$ cat src/verilog/kr580_pkg.sv
`default_nettype none

package kr580_pkg;

    // Opcode fields
    localparam int OP_SRC  = 0;         // Bits 2:0, source register
    localparam int OP_DST  = 3;         // Bits 5:3, target, ALU op or condition
    localparam int OP_PAIR = 4;         // Bits 5:4, register pair

    // ALU operations, same order as opcode bits 5:3
    typedef enum logic [2:0] {
        ALU_ADD, ALU_ADC, ALU_SUB, ALU_SBC,
        ALU_AND, ALU_XOR, ALU_OR,  ALU_CP
    } alu_op_t;

    // Flag bits in F
    localparam int FLAG_C = 0;
    localparam int FLAG_P = 2;          // Parity or overflow
    localparam int FLAG_A = 4;          // Half carry
    localparam int FLAG_Z = 6;
    localparam int FLAG_S = 7;

    // Register codes
    localparam logic [2:0] REG_B = 3'd0;
    localparam logic [2:0] REG_C = 3'd1;
    localparam logic [2:0] REG_D = 3'd2;
    localparam logic [2:0] REG_E = 3'd3;
    localparam logic [2:0] REG_H = 3'd4;
    localparam logic [2:0] REG_L = 3'd5;
    localparam logic [2:0] REG_M = 3'd6;    // Memory at HL, F on reads
    localparam logic [2:0] REG_A = 3'd7;

    // Pair codes
    localparam logic [1:0] PAIR_BC = 2'd0;
    localparam logic [1:0] PAIR_DE = 2'd1;
    localparam logic [1:0] PAIR_HL = 2'd2;
    localparam logic [1:0] PAIR_SP = 2'd3;

    // JP cc conditions
    localparam logic [2:0] COND_NZ = 3'd0;
    localparam logic [2:0] COND_Z  = 3'd1;
    localparam logic [2:0] COND_NC = 3'd2;
    localparam logic [2:0] COND_C  = 3'd3;
    localparam logic [2:0] COND_PO = 3'd4;
    localparam logic [2:0] COND_PE = 3'd5;
    localparam logic [2:0] COND_P  = 3'd6;
    localparam logic [2:0] COND_M  = 3'd7;

    // Reset values
    localparam logic [ 7:0] F_RESET  = 8'h40;   // Z only
    localparam logic [15:0] PC_RESET = 16'h0000;

endpackage

`default_nettype wire

$ cat src/verilog/kr580_alu.sv
`timescale 1ns/1ps
`default_nettype none

module kr580_alu (
    input  wire kr580_pkg::alu_op_t op_i,
    input  wire  [7:0]              a_i,
    input  wire  [7:0]              b_i,
    input  wire                     carry_i,    // C from F
    output logic [7:0]              result_o,
    output logic [7:0]              flags_o
);

    logic       sub;        // SUB, SBC and CP
    logic       is_logic;
    logic       cin;
    logic [8:0] sum;        // Bit 8 is carry or borrow
    logic [4:0] half;
    logic       ovf;

    assign sub      = op_i inside {kr580_pkg::ALU_SUB, kr580_pkg::ALU_SBC, kr580_pkg::ALU_CP};
    assign is_logic = op_i inside {kr580_pkg::ALU_AND, kr580_pkg::ALU_XOR,
                                   kr580_pkg::ALU_OR};

    // Only the with-carry forms take C in
    assign cin = (op_i == kr580_pkg::ALU_ADC || op_i == kr580_pkg::ALU_SBC) ? carry_i : 1'b0;

    // Adder and subtractor
    always_comb begin
        if (sub) begin
            sum  = {1'b0, a_i} - {1'b0, b_i} - {8'h00, cin};
            half = {1'b0, a_i[3:0]} - {1'b0, b_i[3:0]} - {4'h0, cin};
            ovf  = (a_i[7] != b_i[7]) && (a_i[7] != sum[7]);
        end else begin
            sum  = {1'b0, a_i} + {1'b0, b_i} + {8'h00, cin};
            half = {1'b0, a_i[3:0]} + {1'b0, b_i[3:0]} + {4'h0, cin};
            ovf  = (a_i[7] == b_i[7]) && (a_i[7] != sum[7]);
        end
    end

    always_comb begin
        case (op_i)
            kr580_pkg::ALU_AND: result_o = a_i & b_i;
            kr580_pkg::ALU_XOR: result_o = a_i ^ b_i;
            kr580_pkg::ALU_OR:  result_o = a_i | b_i;
            default:            result_o = sum[7:0];    // Arithmetic and compare
        endcase
    end

    // --------------------
    // Flag byte

    always_comb begin
        flags_o                    = 8'h02;             // Bit 1 always set
        flags_o[kr580_pkg::FLAG_S] = result_o[7];
        flags_o[kr580_pkg::FLAG_Z] = (result_o == 8'h00);
        flags_o[kr580_pkg::FLAG_A] = !is_logic && half[4];
        flags_o[kr580_pkg::FLAG_C] = !is_logic && sum[8];
        // Even parity for logic and CP, overflow otherwise
        if (is_logic || op_i == kr580_pkg::ALU_CP) begin
            flags_o[kr580_pkg::FLAG_P] = ~^result_o;
        end else begin
            flags_o[kr580_pkg::FLAG_P] = ovf;
        end
    end

endmodule

`default_nettype wire

$ cat src/verilog/kr580_regfile.sv
`timescale 1ns/1ps
`default_nettype none

module kr580_regfile (
    input  wire         pin_clk,
    input  wire         rst_n_i,
    input  wire  [ 2:0] rd_sel_i,       // Code 6 reads F
    input  wire  [ 1:0] rd_pair_i,
    output logic [ 7:0] rd_byte_o,
    output logic [15:0] rd_word_o,
    output logic [ 7:0] a_o,
    output logic [ 7:0] f_o,
    output logic [15:0] hl_o,
    input  wire         wr_byte_i,
    input  wire  [ 2:0] wr_code_i,
    input  wire         wr_pair_i,      // Wins over wr_byte_i
    input  wire  [ 1:0] wr_pair_sel_i,
    input  wire  [15:0] wr_data_i,      // Byte writes use the low half
    input  wire         f_we_i,
    input  wire  [ 7:0] f_data_i
);

    logic [ 7:0] b, c, d, e, h, l, a, f;
    logic [15:0] sp;

    always_ff @(posedge pin_clk) begin
        if (!rst_n_i) begin
            {b, c, d, e, h, l, a} <= '0;
            f  <= kr580_pkg::F_RESET;
            sp <= 16'h0000;
        end else begin
            if (wr_pair_i) begin
                case (wr_pair_sel_i)
                    kr580_pkg::PAIR_BC: {b, c} <= wr_data_i;
                    kr580_pkg::PAIR_DE: {d, e} <= wr_data_i;
                    kr580_pkg::PAIR_HL: {h, l} <= wr_data_i;
                    kr580_pkg::PAIR_SP: sp     <= wr_data_i;
                endcase
            end else if (wr_byte_i) begin
                case (wr_code_i)
                    kr580_pkg::REG_B: b <= wr_data_i[7:0];
                    kr580_pkg::REG_C: c <= wr_data_i[7:0];
                    kr580_pkg::REG_D: d <= wr_data_i[7:0];
                    kr580_pkg::REG_E: e <= wr_data_i[7:0];
                    kr580_pkg::REG_H: h <= wr_data_i[7:0];
                    kr580_pkg::REG_L: l <= wr_data_i[7:0];
                    kr580_pkg::REG_A: a <= wr_data_i[7:0];
                    default: ;                          // Memory operand
                endcase
            end
            if (f_we_i) begin
                f <= f_data_i;
            end
        end
    end

    // --------------------
    // Read ports

    always_comb begin
        case (rd_sel_i)
            kr580_pkg::REG_B: rd_byte_o = b;
            kr580_pkg::REG_C: rd_byte_o = c;
            kr580_pkg::REG_D: rd_byte_o = d;
            kr580_pkg::REG_E: rd_byte_o = e;
            kr580_pkg::REG_H: rd_byte_o = h;
            kr580_pkg::REG_L: rd_byte_o = l;
            kr580_pkg::REG_M: rd_byte_o = f;
            default:          rd_byte_o = a;
        endcase
        case (rd_pair_i)
            kr580_pkg::PAIR_BC: rd_word_o = {b, c};
            kr580_pkg::PAIR_DE: rd_word_o = {d, e};
            kr580_pkg::PAIR_HL: rd_word_o = {h, l};
            default:            rd_word_o = sp;
        endcase
    end

    assign a_o  = a;
    assign f_o  = f;
    assign hl_o = {h, l};

endmodule

`default_nettype wire

$ cat src/verilog/kr580_sequencer.sv
`timescale 1ns/1ps
`default_nettype none

module kr580_sequencer (
    input  wire                pin_clk,
    input  wire                rst_n_i,
    // Memory bus
    input  wire  [ 7:0]        data_i,
    output logic [15:0]        addr_o,
    output logic [ 7:0]        data_o,
    output logic               mem_we_o,
    // Port bus
    output logic [ 7:0]        port_addr_o,
    output logic [ 7:0]        port_data_o,
    input  wire  [ 7:0]        port_data_i,
    output logic               port_we_o,
    // ALU
    output kr580_pkg::alu_op_t alu_op_o,
    output logic [ 7:0]        alu_a_o,
    output logic [ 7:0]        alu_b_o,
    input  wire  [ 7:0]        alu_res_i,
    input  wire  [ 7:0]        alu_flags_i,
    // Register file
    output logic [ 2:0]        rd_sel_o,
    output logic [ 1:0]        rd_pair_o,
    input  wire  [ 7:0]        rd_byte_i,
    input  wire  [15:0]        rd_word_i,
    input  wire  [ 7:0]        a_i,
    input  wire  [ 7:0]        f_i,
    input  wire  [15:0]        hl_i,
    output logic               wr_byte_o,
    output logic [ 2:0]        wr_code_o,
    output logic               wr_pair_o,
    output logic [ 1:0]        wr_pair_sel_o,
    output logic [15:0]        wr_data_o,
    output logic               f_we_o,
    output logic [ 7:0]        f_data_o
);

    logic [ 1:0] t;             // T-state
    logic [15:0] pc;
    logic [15:0] cursor;        // Data address
    logic        alt;           // Drive cursor instead of PC
    logic [ 7:0] op_q;
    logic [ 7:0] opnd_q;        // Immediate or source byte
    logic [ 7:0] op;
    logic [ 2:0] dst;
    logic [ 2:0] src;
    logic        dst_m;
    logic [ 1:0] last_t;        // Final state of this opcode
    logic [ 1:0] imm_n;         // Bytes after the opcode
    logic        last;
    logic        pc_inc;
    logic        alt_d;
    logic        mem_we_d;
    logic        cond_ok;
    logic [ 7:0] byte_d;

    logic        is_halt;
    logic        is_ld_ri;
    logic        is_ld_rr;
    logic        is_alu_r;
    logic        is_alu_i;
    logic        is_alu;
    logic        is_incdec;
    logic        is_ld_pi;
    logic        is_incdec_rr;
    logic        is_st_a;
    logic        is_ld_a;
    logic        is_jp;
    logic        is_out;
    logic        is_in;
    logic        is_abs;

    // --------------------
    // Decode

    assign op     = (t == 2'd0) ? data_i : op_q;    // Opcode is on the bus in T0
    assign dst    = op[kr580_pkg::OP_DST +: 3];
    assign src    = op[kr580_pkg::OP_SRC +: 3];
    assign dst_m  = (dst == kr580_pkg::REG_M);
    assign addr_o = alt ? cursor : pc;

    assign is_halt      = (op == 8'h76);
    assign is_ld_ri     = (op[7:6] == 2'b00) && (op[2:0] == 3'b110);
    assign is_incdec    = (op[7:6] == 2'b00) && (op[2:1] == 2'b10);
    assign is_ld_pi     = (op[7:6] == 2'b00) && (op[3:0] == 4'b0001);
    assign is_incdec_rr = (op[7:6] == 2'b00) && (op[2:0] == 3'b011);
    assign is_st_a      = (op == 8'h32);
    assign is_ld_a      = (op == 8'h3A);
    assign is_ld_rr     = (op[7:6] == 2'b01) && !is_halt;
    assign is_alu_r     = (op[7:6] == 2'b10);
    assign is_alu_i     = (op[7:6] == 2'b11) && (op[2:0] == 3'b110);
    assign is_alu       = is_alu_r || is_alu_i;
    assign is_jp        = (op == 8'hC3) || ((op[7:6] == 2'b11) && (op[2:0] == 3'b010));
    assign is_out       = (op == 8'hD3);
    assign is_in        = (op == 8'hDB);
    assign is_abs       = is_st_a || is_ld_a || is_jp;  // Address bytes go to cursor

    // State count and code bytes, unknown opcodes stay at zero
    always_comb begin
        last_t = 2'd0;
        imm_n  = 2'd0;
        if (is_incdec_rr || is_out) begin
            last_t = 2'd1;
        end
        if (is_ld_ri || is_alu || is_ld_pi || is_in) begin
            last_t = 2'd2;
        end
        if (is_ld_rr || is_incdec || is_abs) begin
            last_t = 2'd3;
        end
        if (is_ld_ri || is_alu_i || is_out || is_in) begin
            imm_n = 2'd1;
        end
        if (is_ld_pi || is_abs) begin
            imm_n = 2'd2;
        end
    end

    assign last   = (t == last_t);
    assign pc_inc = (t == 2'd0) ? !is_halt : (t <= imm_n);   // HALT refetches itself

    always_comb begin
        case (dst)
            kr580_pkg::COND_NZ: cond_ok = !f_i[kr580_pkg::FLAG_Z];
            kr580_pkg::COND_Z:  cond_ok =  f_i[kr580_pkg::FLAG_Z];
            kr580_pkg::COND_NC: cond_ok = !f_i[kr580_pkg::FLAG_C];
            kr580_pkg::COND_C:  cond_ok =  f_i[kr580_pkg::FLAG_C];
            kr580_pkg::COND_PO: cond_ok = !f_i[kr580_pkg::FLAG_P];
            kr580_pkg::COND_PE: cond_ok =  f_i[kr580_pkg::FLAG_P];
            kr580_pkg::COND_P:  cond_ok = !f_i[kr580_pkg::FLAG_S];
            kr580_pkg::COND_M:  cond_ok =  f_i[kr580_pkg::FLAG_S];
        endcase
    end

    // Cursor on the bus for HL reads in T1 and for writes and loads in the last state
    assign alt_d = ((t == 2'd0) && (is_ld_rr || is_alu_r || is_incdec))
                || ((t == 2'd1) && is_ld_ri)
                || ((t == 2'd2) && (is_ld_rr || is_incdec || is_st_a || is_ld_a));

    assign mem_we_d = (((t == 2'd1) && is_ld_ri) || ((t == 2'd2) && (is_ld_rr || is_incdec)))
                      && dst_m || ((t == 2'd2) && is_st_a);

    // --------------------
    // ALU and register file

    assign alu_a_o  = is_incdec ? opnd_q : a_i;
    assign alu_b_o  = is_incdec ? 8'h01 : opnd_q;
    assign alu_op_o = !is_incdec ? kr580_pkg::alu_op_t'(dst)
                    : (op[0] ? kr580_pkg::ALU_SUB : kr580_pkg::ALU_ADD);

    assign rd_sel_o      = is_incdec ? dst : src;
    assign rd_pair_o     = op[kr580_pkg::OP_PAIR +: 2];
    assign wr_pair_sel_o = op[kr580_pkg::OP_PAIR +: 2];

    always_comb begin
        if (is_alu || is_incdec) begin
            byte_d = alu_res_i;
        end else if (is_ld_a) begin
            byte_d = data_i;
        end else if (is_in) begin
            byte_d = port_data_i;
        end else begin
            byte_d = opnd_q;                // LD r,i8 and LD r,r
        end
        if (is_ld_pi) begin
            wr_data_o = {data_i, opnd_q};
        end else if (is_incdec_rr) begin
            wr_data_o = op[3] ? rd_word_i - 16'd1 : rd_word_i + 16'd1;
        end else begin
            wr_data_o = {8'h00, byte_d};
        end
    end

    // Writes land at the edge that closes the instruction
    assign wr_byte_o = last && (((is_ld_ri || is_ld_rr || is_incdec) && !dst_m)
                     || (is_alu && alu_op_o != kr580_pkg::ALU_CP) || is_ld_a || is_in);
    assign wr_code_o = (is_ld_ri || is_ld_rr || is_incdec) ? dst : kr580_pkg::REG_A;
    assign wr_pair_o = last && (is_ld_pi || is_incdec_rr);
    assign f_we_o    = last && (is_alu || is_incdec);
    assign f_data_o  = alu_flags_i;

    // --------------------
    // State

    always_ff @(posedge pin_clk) begin
        if (!rst_n_i) begin
            t         <= 2'd0;
            pc        <= kr580_pkg::PC_RESET;
            cursor    <= 16'h0000;
            alt       <= 1'b0;
            mem_we_o  <= 1'b0;
            port_we_o <= 1'b0;
        end else begin
            t         <= last ? 2'd0 : t + 2'd1;
            alt       <= alt_d;
            mem_we_o  <= mem_we_d;
            port_we_o <= is_out && (t == 2'd1);
            if (is_jp && last && (op[0] || cond_ok)) begin
                pc <= cursor;               // JP nn has bit 0 set
            end else if (pc_inc) begin
                pc <= pc + 16'd1;
            end
            if (t == 2'd0) begin
                cursor <= hl_i;
            end else if (is_abs && (t == 2'd1)) begin
                cursor[7:0] <= data_i;
            end else if (is_abs && (t == 2'd2)) begin
                cursor[15:8] <= data_i;
            end
        end
    end

    always_ff @(posedge pin_clk) begin
        if (t == 2'd0) begin
            op_q <= data_i;
        end
        if (t == 2'd1) begin
            opnd_q <= (!alt || rd_sel_o == kr580_pkg::REG_M) ? data_i : rd_byte_i;
        end
        if (mem_we_d) begin
            if (is_ld_ri) begin
                data_o <= data_i;
            end else if (is_ld_rr) begin
                data_o <= opnd_q;
            end else if (is_incdec) begin
                data_o <= alu_res_i;
            end else begin
                data_o <= a_i;
            end
        end
        if ((is_out || is_in) && (t == 2'd1)) begin
            port_addr_o <= data_i;
        end
        if (is_out && (t == 2'd1)) begin
            port_data_o <= a_i;
        end
    end

endmodule

`default_nettype wire

$ cat src/verilog/kr580_core.sv
`timescale 1ns/1ps
`default_nettype none

module kr580_core (
    input  wire         pin_clk,
    input  wire         rst_n_i,
    // Memory bus
    input  wire  [ 7:0] data_i,
    output wire  [15:0] addr_o,
    output wire  [ 7:0] data_o,
    output wire         mem_we_o,
    // Port bus
    output wire  [ 7:0] port_addr_o,
    output wire  [ 7:0] port_data_o,
    input  wire  [ 7:0] port_data_i,
    output wire         port_we_o
);

    kr580_pkg::alu_op_t alu_op;
    logic [ 7:0] alu_a;
    logic [ 7:0] alu_b;
    logic [ 7:0] alu_res;
    logic [ 7:0] alu_flags;
    logic [ 2:0] rd_sel;
    logic [ 1:0] rd_pair;
    logic [ 7:0] rd_byte;
    logic [15:0] rd_word;
    logic [ 7:0] reg_a;
    logic [ 7:0] reg_f;
    logic [15:0] reg_hl;
    logic        wr_byte;
    logic [ 2:0] wr_code;
    logic        wr_pair;
    logic [ 1:0] wr_pair_sel;
    logic [15:0] wr_data;
    logic        f_we;
    logic [ 7:0] f_data;

    kr580_sequencer seq0 (
        .pin_clk       (pin_clk),
        .rst_n_i       (rst_n_i),
        .data_i        (data_i),
        .addr_o        (addr_o),
        .data_o        (data_o),
        .mem_we_o      (mem_we_o),
        .port_addr_o   (port_addr_o),
        .port_data_o   (port_data_o),
        .port_data_i   (port_data_i),
        .port_we_o     (port_we_o),
        .alu_op_o      (alu_op),
        .alu_a_o       (alu_a),
        .alu_b_o       (alu_b),
        .alu_res_i     (alu_res),
        .alu_flags_i   (alu_flags),
        .rd_sel_o      (rd_sel),
        .rd_pair_o     (rd_pair),
        .rd_byte_i     (rd_byte),
        .rd_word_i     (rd_word),
        .a_i           (reg_a),
        .f_i           (reg_f),
        .hl_i          (reg_hl),
        .wr_byte_o     (wr_byte),
        .wr_code_o     (wr_code),
        .wr_pair_o     (wr_pair),
        .wr_pair_sel_o (wr_pair_sel),
        .wr_data_o     (wr_data),
        .f_we_o        (f_we),
        .f_data_o      (f_data)
    );

    kr580_alu alu0 (
        .op_i     (alu_op),
        .a_i      (alu_a),
        .b_i      (alu_b),
        .carry_i  (reg_f[kr580_pkg::FLAG_C]),
        .result_o (alu_res),
        .flags_o  (alu_flags)
    );

    kr580_regfile rf0 (
        .pin_clk       (pin_clk),
        .rst_n_i       (rst_n_i),
        .rd_sel_i      (rd_sel),
        .rd_pair_i     (rd_pair),
        .rd_byte_o     (rd_byte),
        .rd_word_o     (rd_word),
        .a_o           (reg_a),
        .f_o           (reg_f),
        .hl_o          (reg_hl),
        .wr_byte_i     (wr_byte),
        .wr_code_i     (wr_code),
        .wr_pair_i     (wr_pair),
        .wr_pair_sel_i (wr_pair_sel),
        .wr_data_i     (wr_data),
        .f_we_i        (f_we),
        .f_data_i      (f_data)
    );

endmodule

`default_nettype wire

$ cat config.mk
export PLATFORM = sky130hd
export DESIGN_NAME = kr580_core
export DESIGN_NICKNAME = d
export VERILOG_FILES = /design/src/verilog/kr580_pkg.sv /design/src/verilog/kr580_alu.sv /design/src/verilog/kr580_regfile.sv /design/src/verilog/kr580_sequencer.sv /design/src/verilog/kr580_core.sv
export SDC_FILE = /design/constraint.sdc
export NUM_CORES = 1
export LEC_CHECK = 0
export BUFFER_PORTS_ARGS = -buffer_cell sky130_fd_sc_hd__buf_4
export CORE_ASPECT_RATIO = 1.75
export CORE_MARGIN = 2
export CORE_UTILIZATION = 50
export DETAILED_ROUTE_END_ITERATION = 10
export GPL_TIMING_DRIVEN = 1
export PLACE_DENSITY_LB_ADDON = 0.08
export SETUP_SLACK_MARGIN = 0.4
export SLEW_MARGIN = 20
export SYNTH_ARGS = -nofsm -noshare
export SYNTH_HDL_FRONTEND = slang
export SYNTH_SLANG_ARGS = --single-unit
$ cat constraint.sdc
create_clock -name pin_clk -period 11.85 [get_ports pin_clk]
set_clock_uncertainty 0.15 [all_clocks]
set_input_delay 1.7775 -clock pin_clk [delete_from_list [all_inputs] [get_ports pin_clk]]
set_output_delay 1.7775 -clock pin_clk [all_outputs]
set_load 0.03 [all_outputs]
## Word-level counts from Yosys, hierarchy flattened

Cells that the tools add are included.

- Register bits: 155
- Bits in latches: 0
- Memory bits (writable): 0
- ROM bits: 0
- Bits of input ports: 18
- Output and inout bits: 42
- Logic and storage cells: 257
- Memories kept: 0

- $add $sub $neg: 12
- Multiply operators: 0
- Div/mod/pow operators: 0
- $lt $le $gt $ge: 1
- Eq/ne operators: 55
- Shifts and indexed selects: 0
- Multiplexer cells: 63
- Bitwise logic cells: 5
- Reductions and logical operators: 100

Operators with widths:

| operator | number |
|---|---|
| $mux 8 | 37 |
| $mux 16 | 7 |
| $pmux 8 s7 | 1 |
| $pmux 16 s3 | 1 |
| $eq 3x3->1 const B | 15 |
| $logic_or 1x1->1 | 34 |
| $add 16x1->16 const B | 2 |
| $eq 3x2->1 const B | 10 |
| $logic_and 1x1->1 | 28 |
| $eq 8x8->1 const B | 3 |
| $pmux 8 s3 | 1 |
| $reduce_and 3->1 | 7 |
| $reduce_bool 2->1 | 10 |
| $eq 8x6->1 const B | 2 |
| $sub 16x1->16 const B | 1 |
| $eq 2x2->1 const B | 6 |
| $eq 3x1->1 const B | 4 |
| $add 8x8->9 | 1 |
| $add 9x1->9 | 1 |
| $logic_not 3->1 | 3 |
| $mux 3 | 3 |
| $mux 9 | 1 |
| $sub 8x8->9 | 1 |
| $sub 9x1->9 | 1 |
| other kinds (30) | 56 |

## Logic depth before layout (Yosys ltp)

- Depth after elaboration: 17
- Gate-level depth with buffers: 28

## Modules after synthesis

From an unflattened synthesis, not the netlist that was laid out.

- Cells, all modules: 1273
- Area total of the unflattened synthesis: 11373.4 µm²

Modules (own cells, without submodules):

| module | times used | cells an instance | area each (µm²) | sequential area each (µm²) |
|---|---|---|---|---|
| kr580_sequencer | 1 | 637 | 5535.3 | 1861.8 |
| kr580_regfile | 1 | 409 | 4108.9 | 1601.5 |
| kr580_alu | 1 | 227 | 1729.2 | 0.0 |

## Worst setup path after synthesis

Ideal clock, no wire load.

- Path type: input to register
- Start: input port data_i[2]
- End: register rf0.f[2] (netlist: rf0.f_o[2])
- Setup time: 87 ps
- Arrival time: 6614 ps
- Setup slack: 4999 ps
- Stages: 21
- Cell sequence: clkbuf_1 > mux2i_1 > inv_2 > o21ai_1 > clkbuf_1 > buf_1 > clkbuf_1 > nand2b_1 > fa_1 > inv_1 > ha_1 > a311o_1 > a311oi_2 > a211o_1 > o311ai_1 > a221oi_1 > ha_1 > xnor2_1 > xnor2_1 > o21ai_0 > o31ai_1

- Cells in the longest elaborated chain, start to end: 12
- Elaborated cells between the ends (all ways): 69
- Classes of those cells: 4 x add/sub; 23 x eq/ne; 12 x mux; 3 x bitwise; 27 x reduce/logical

RTL lines:

| what | line | source |
|---|---|---|
| from (decl) | kr580_core.sv:8 | `input wire [ 7:0] data_i,` |
| $mux 8 * | kr580_sequencer.sv:78 | `assign op = (t == 2'd0) ? data_i : op_q;` |
| named net seq0.op[2] | kr580_sequencer.sv:46 | `logic [ 7:0] op;` |
| branches (longest 11 deep; another with $add 8x8->9) | - |  |
| to (signal assigned) | kr580_regfile.sv:29 | `f <= kr580_pkg::F_RESET;` |
| to (signal assigned) | kr580_regfile.sv:52 | `f <= f_data_i;` |
| to (decl) | kr580_regfile.sv:23 | `logic [ 7:0] b, c, d, e, h, l, a, f;` |

Mark *: on every way through the listed nets, which the timed path passes.
A chain may end at the register's enable or synchronous reset.

## Final worst setup path

Same ends and word-level chain as after synthesis.

==> reports/qor.yml <==
grt:
  grt_pass1_vias: 9735
  grt_max_degree: 81
  grt_first_pass_wirelength_um: 56700
  grt_overflow_total: 0
  track_usage_pct: 34.1
  grt_antenna_before_repair: 0
placed_design:
  finalWeightedCongestion: 1.03
  dp_hpwl_um: 27900
  dpl_cell_area_sq_um: 11200
  io_buffers: 59
synth:
  synth_flop_cell: "dfxtp_1"
  synth_edf_count: 32
  ys_ff_latch: 153
  synth_commonest_cells: "179 x nand2_1, 121 x dfxtp_1, 115 x nor2_1, 91 x a21oi_1, 80 x mux2i_1"
  synth.distinct_cells: 87
  synth_top_area_share_pct: 23.0
  yosys.area.top_type: "dfxtp_1"
  avgSynthCellArea_sq_um: 8.55
  synth_most_common_cell: "nand2_1"
  synth_area_sq_um: 10500
  syn-num-nets: 1306
  synth_area_leaders: "dfxtp_1 23%, edfxtp_1 9.1%, mux2i_1 7.6%, nand2_1 6.4%, ha_1 6.2%"
  seq_area_frac_synth_pct: 32.2
  synthCells: 1231
  postSynth.asyncResetShare_pct: 0
  synth_warnings: 0
clocking:
  clock_latency_ps: 440
  clk_path_buf_depth: 2
  clockRootBuffer: "clkbuf_16"
  cts_num_sinks: 153
  cts_inserted_buffers: 17
  postCtsResizedCells: 0
  hold_buffers: 0
  clkTransAtPathRegs_ps: 60
  tritoncts: "yes"
  htreeDepth: 4
  cts_setup_buffers: 0
die:
  initial_core_util_pct: 50.7
  chipWidth_um: 114
  io-pin-count: 60
  fp.dieArea_sq_um: 22300
  core.rowCount: 70
  core_sq_um: 20800
  die_h_um: 196
run_status:
  status: "completed"
setup_path:
  reg2reg_to: "rf0.f_o[2]$_SDFFE_PN0P_"
  rr_startpoint: "seq0.t[1]$_SDFF_PP0_"
  r2r_slack_ps: 5130
  crit_required_ps: 12050
  arrival_ps: 7190
  critPathLaunch: "data_i[2]"
  crit_type: "in -> reg"
  crit_path_max_fanout: 32
  crit_path_end_kind: "flip-flop"
  start_kind: "input port"
  reg2regPathDepth: 21
worst_hold_path:
  hold_depth: 2
  hp-start: "rf0.sp[8]$_SDFFE_PN0P_"
  hold_end: "rf0.sp[8]$_SDFFE_PN0P_"
  hold_path_class: "reg -> reg"
timing:
  setup_violations: 0
  timing.final.crit_share_pct: 59.0
  tightest_slew_ps: 1130
  relSlewSlack_pct: 24.5
  period_needed_ps: 6990
  rsz0062_at_grt: "false"
  fmax_mhz: 143
  setup-tns-final_ps: 0
  finalHoldViolCount: 0
  fin_hold_ws_ps: 310
  drv_slew: 0
cells_and_area:
  area_growth_pct: 11.9
  drive_above_1_share_pct: 14.9
  diodes: 0
  fin_area_sq_um: 11800
  fin_nets: 1341
  largestRegisters: "rf0.sp: 16 flops, seq0.cursor: 16 flops, seq0.pc: 16 flops"
job:
  maxCapViolCount: 0
routing:
  drtPass1Iterations: 5
  postRouteAntennaNets: 0
  wl_um: 37300
  routed-via-count: 9862
  routed_via_density: 6.44
  route.detailed.drc: 0
  wl_per_cell_um: 24.3
  drt_iter0_markers: 917
power_and_ir_drop:
  leakage_uw: 0.00445
  ir_drop_uv: 135
  p_per_area_nw_per_um2: 307
## how the worst max path moves through the flow
| stage | end | slack, ps | cells after the start |
|---|---|---|---|
| 3_5_place_dp | rf0.f_o[2]$_SDFFE_PN0P_ | 4550 | 20 |
| 5_1_grt | rf0.f_o[2]$_SDFFE_PN0P_ | 4650 | 20 |
| 4_1_cts | rf0.f_o[2]$_SDFFE_PN0P_ | 4950 | 20 |
| 2_1_floorplan | rf0.f_o[2]$_SDFFE_PN0P_ | 5000 | 21 |
| 6_report | rf0.f_o[2]$_SDFFE_PN0P_ | 4860 | 20 |
| 3_3_place_gp | rf0.f_o[2]$_SDFFE_PN0P_ | 4700 | 20 |
## stage by stage
stage | power [uW] | utilization [%] | std cells | setup slack, ps
2_1_floorplan | 2320 | - | 1231 | 5000
3_3_place_gp | 3010 | 53.7 | 1497 | 4700
3_5_place_dp | 3010 | 53.8 | 1498 | 4550
4_1_cts | 3580 | 56.7 | 1530 | 4950
5_1_grt | 3810 | 56.7 | 1531 | 4650
6_report | 3610 | 56.7 | 1531 | 4860
## cell usage in the layout, fill, tap and decap left out, drive strengths merged, types with 9 or more instances in the layout
master | Yosys | routed
nand2 | 181 | 181
dfxtp | 121 | 121
nor2 | 117 | 117
a21oi | 91 | 91
buf | 21 | 82
mux2i | 82 | 82
o21ai | 76 | 76
ha | 52 | 52
inv | 39 | 39
xnor2 | 32 | 32
edfxtp | 32 | 32
mux2 | 27 | 27
nor3 | 27 | 27
nand3 | 24 | 24
o22ai | 23 | 23
clkbuf | 45 | 19
mux4 | 16 | 16
o211ai | 15 | 15
a31oi | 15 | 15
and2 | 14 | 14
nand2b | 11 | 11
nand4 | 11 | 11
a211oi | 11 | 11
a221oi | 10 | 10
xor2 | 9 | 9
## worst max-delay path, cell delays in order
cell and delay (ps):
buf_4 170, mux2i_1 490, inv_2 180, o21ai_2 100
buf_4 330, nand2_1 130, and2_1 240, fa_1 450
inv_1 80, ha_1 250, a311o_1 330, a311oi_2 550
a211o_1 210, o311ai_1 150, a221oi_1 700, ha_1 370
xnor2_1 200, xnor2_1 140, o21ai_0 90, o31ai_1 220
## report_power, final
group	total (uW)	leakage, uW	switching [uW]	internal [uW]
clock network	556	0.000272	223	334
logic	2330	0.00291	1500	827
registers	728	0.00127	109	619
total	3610	0.00445	1830	1780
## area by class of cell
| cell class | count | area [sq um] |
|---|---|---|
| fillers | 1953 | 8980 |
| multi-input cells | 971 | 6700 |
| flip-flops and latches | 153 | 3380 |
| repair buffers | 82 | 623 |
| clock buffers | 19 | 443 |
| well taps | 252 | 315 |
| inverters | 41 | 154 |
| clock inverters | 13 | 153 |
## routing by layer
metal  GRT usage, %  part of all wire, %  vias to the layer above
li1               -                    -                     4539
met2           59.0                   50                      445
met5              0                    0                        -
met4           27.6                  9.2                        0
met1           35.7                   35                     4721
met3           5.62                  5.9                      157
## logic make-up (layout without fill, tap and decap cells)
group	after synthesis	in the layout	share of synthesized area [%]
adder cells (fa/ha/maj)	57	57	7.13
multiplexers	125	125	14.3
XOR/XNOR	41	41	3.41
AND/OR/NAND/NOR	435	435	19.5
flip-flops	153	153	32.2
buffers and inverters	107	155	4.23
AO/OA/AOI/OAI	313	313	19.3
(Power assumes the default switching activity.)
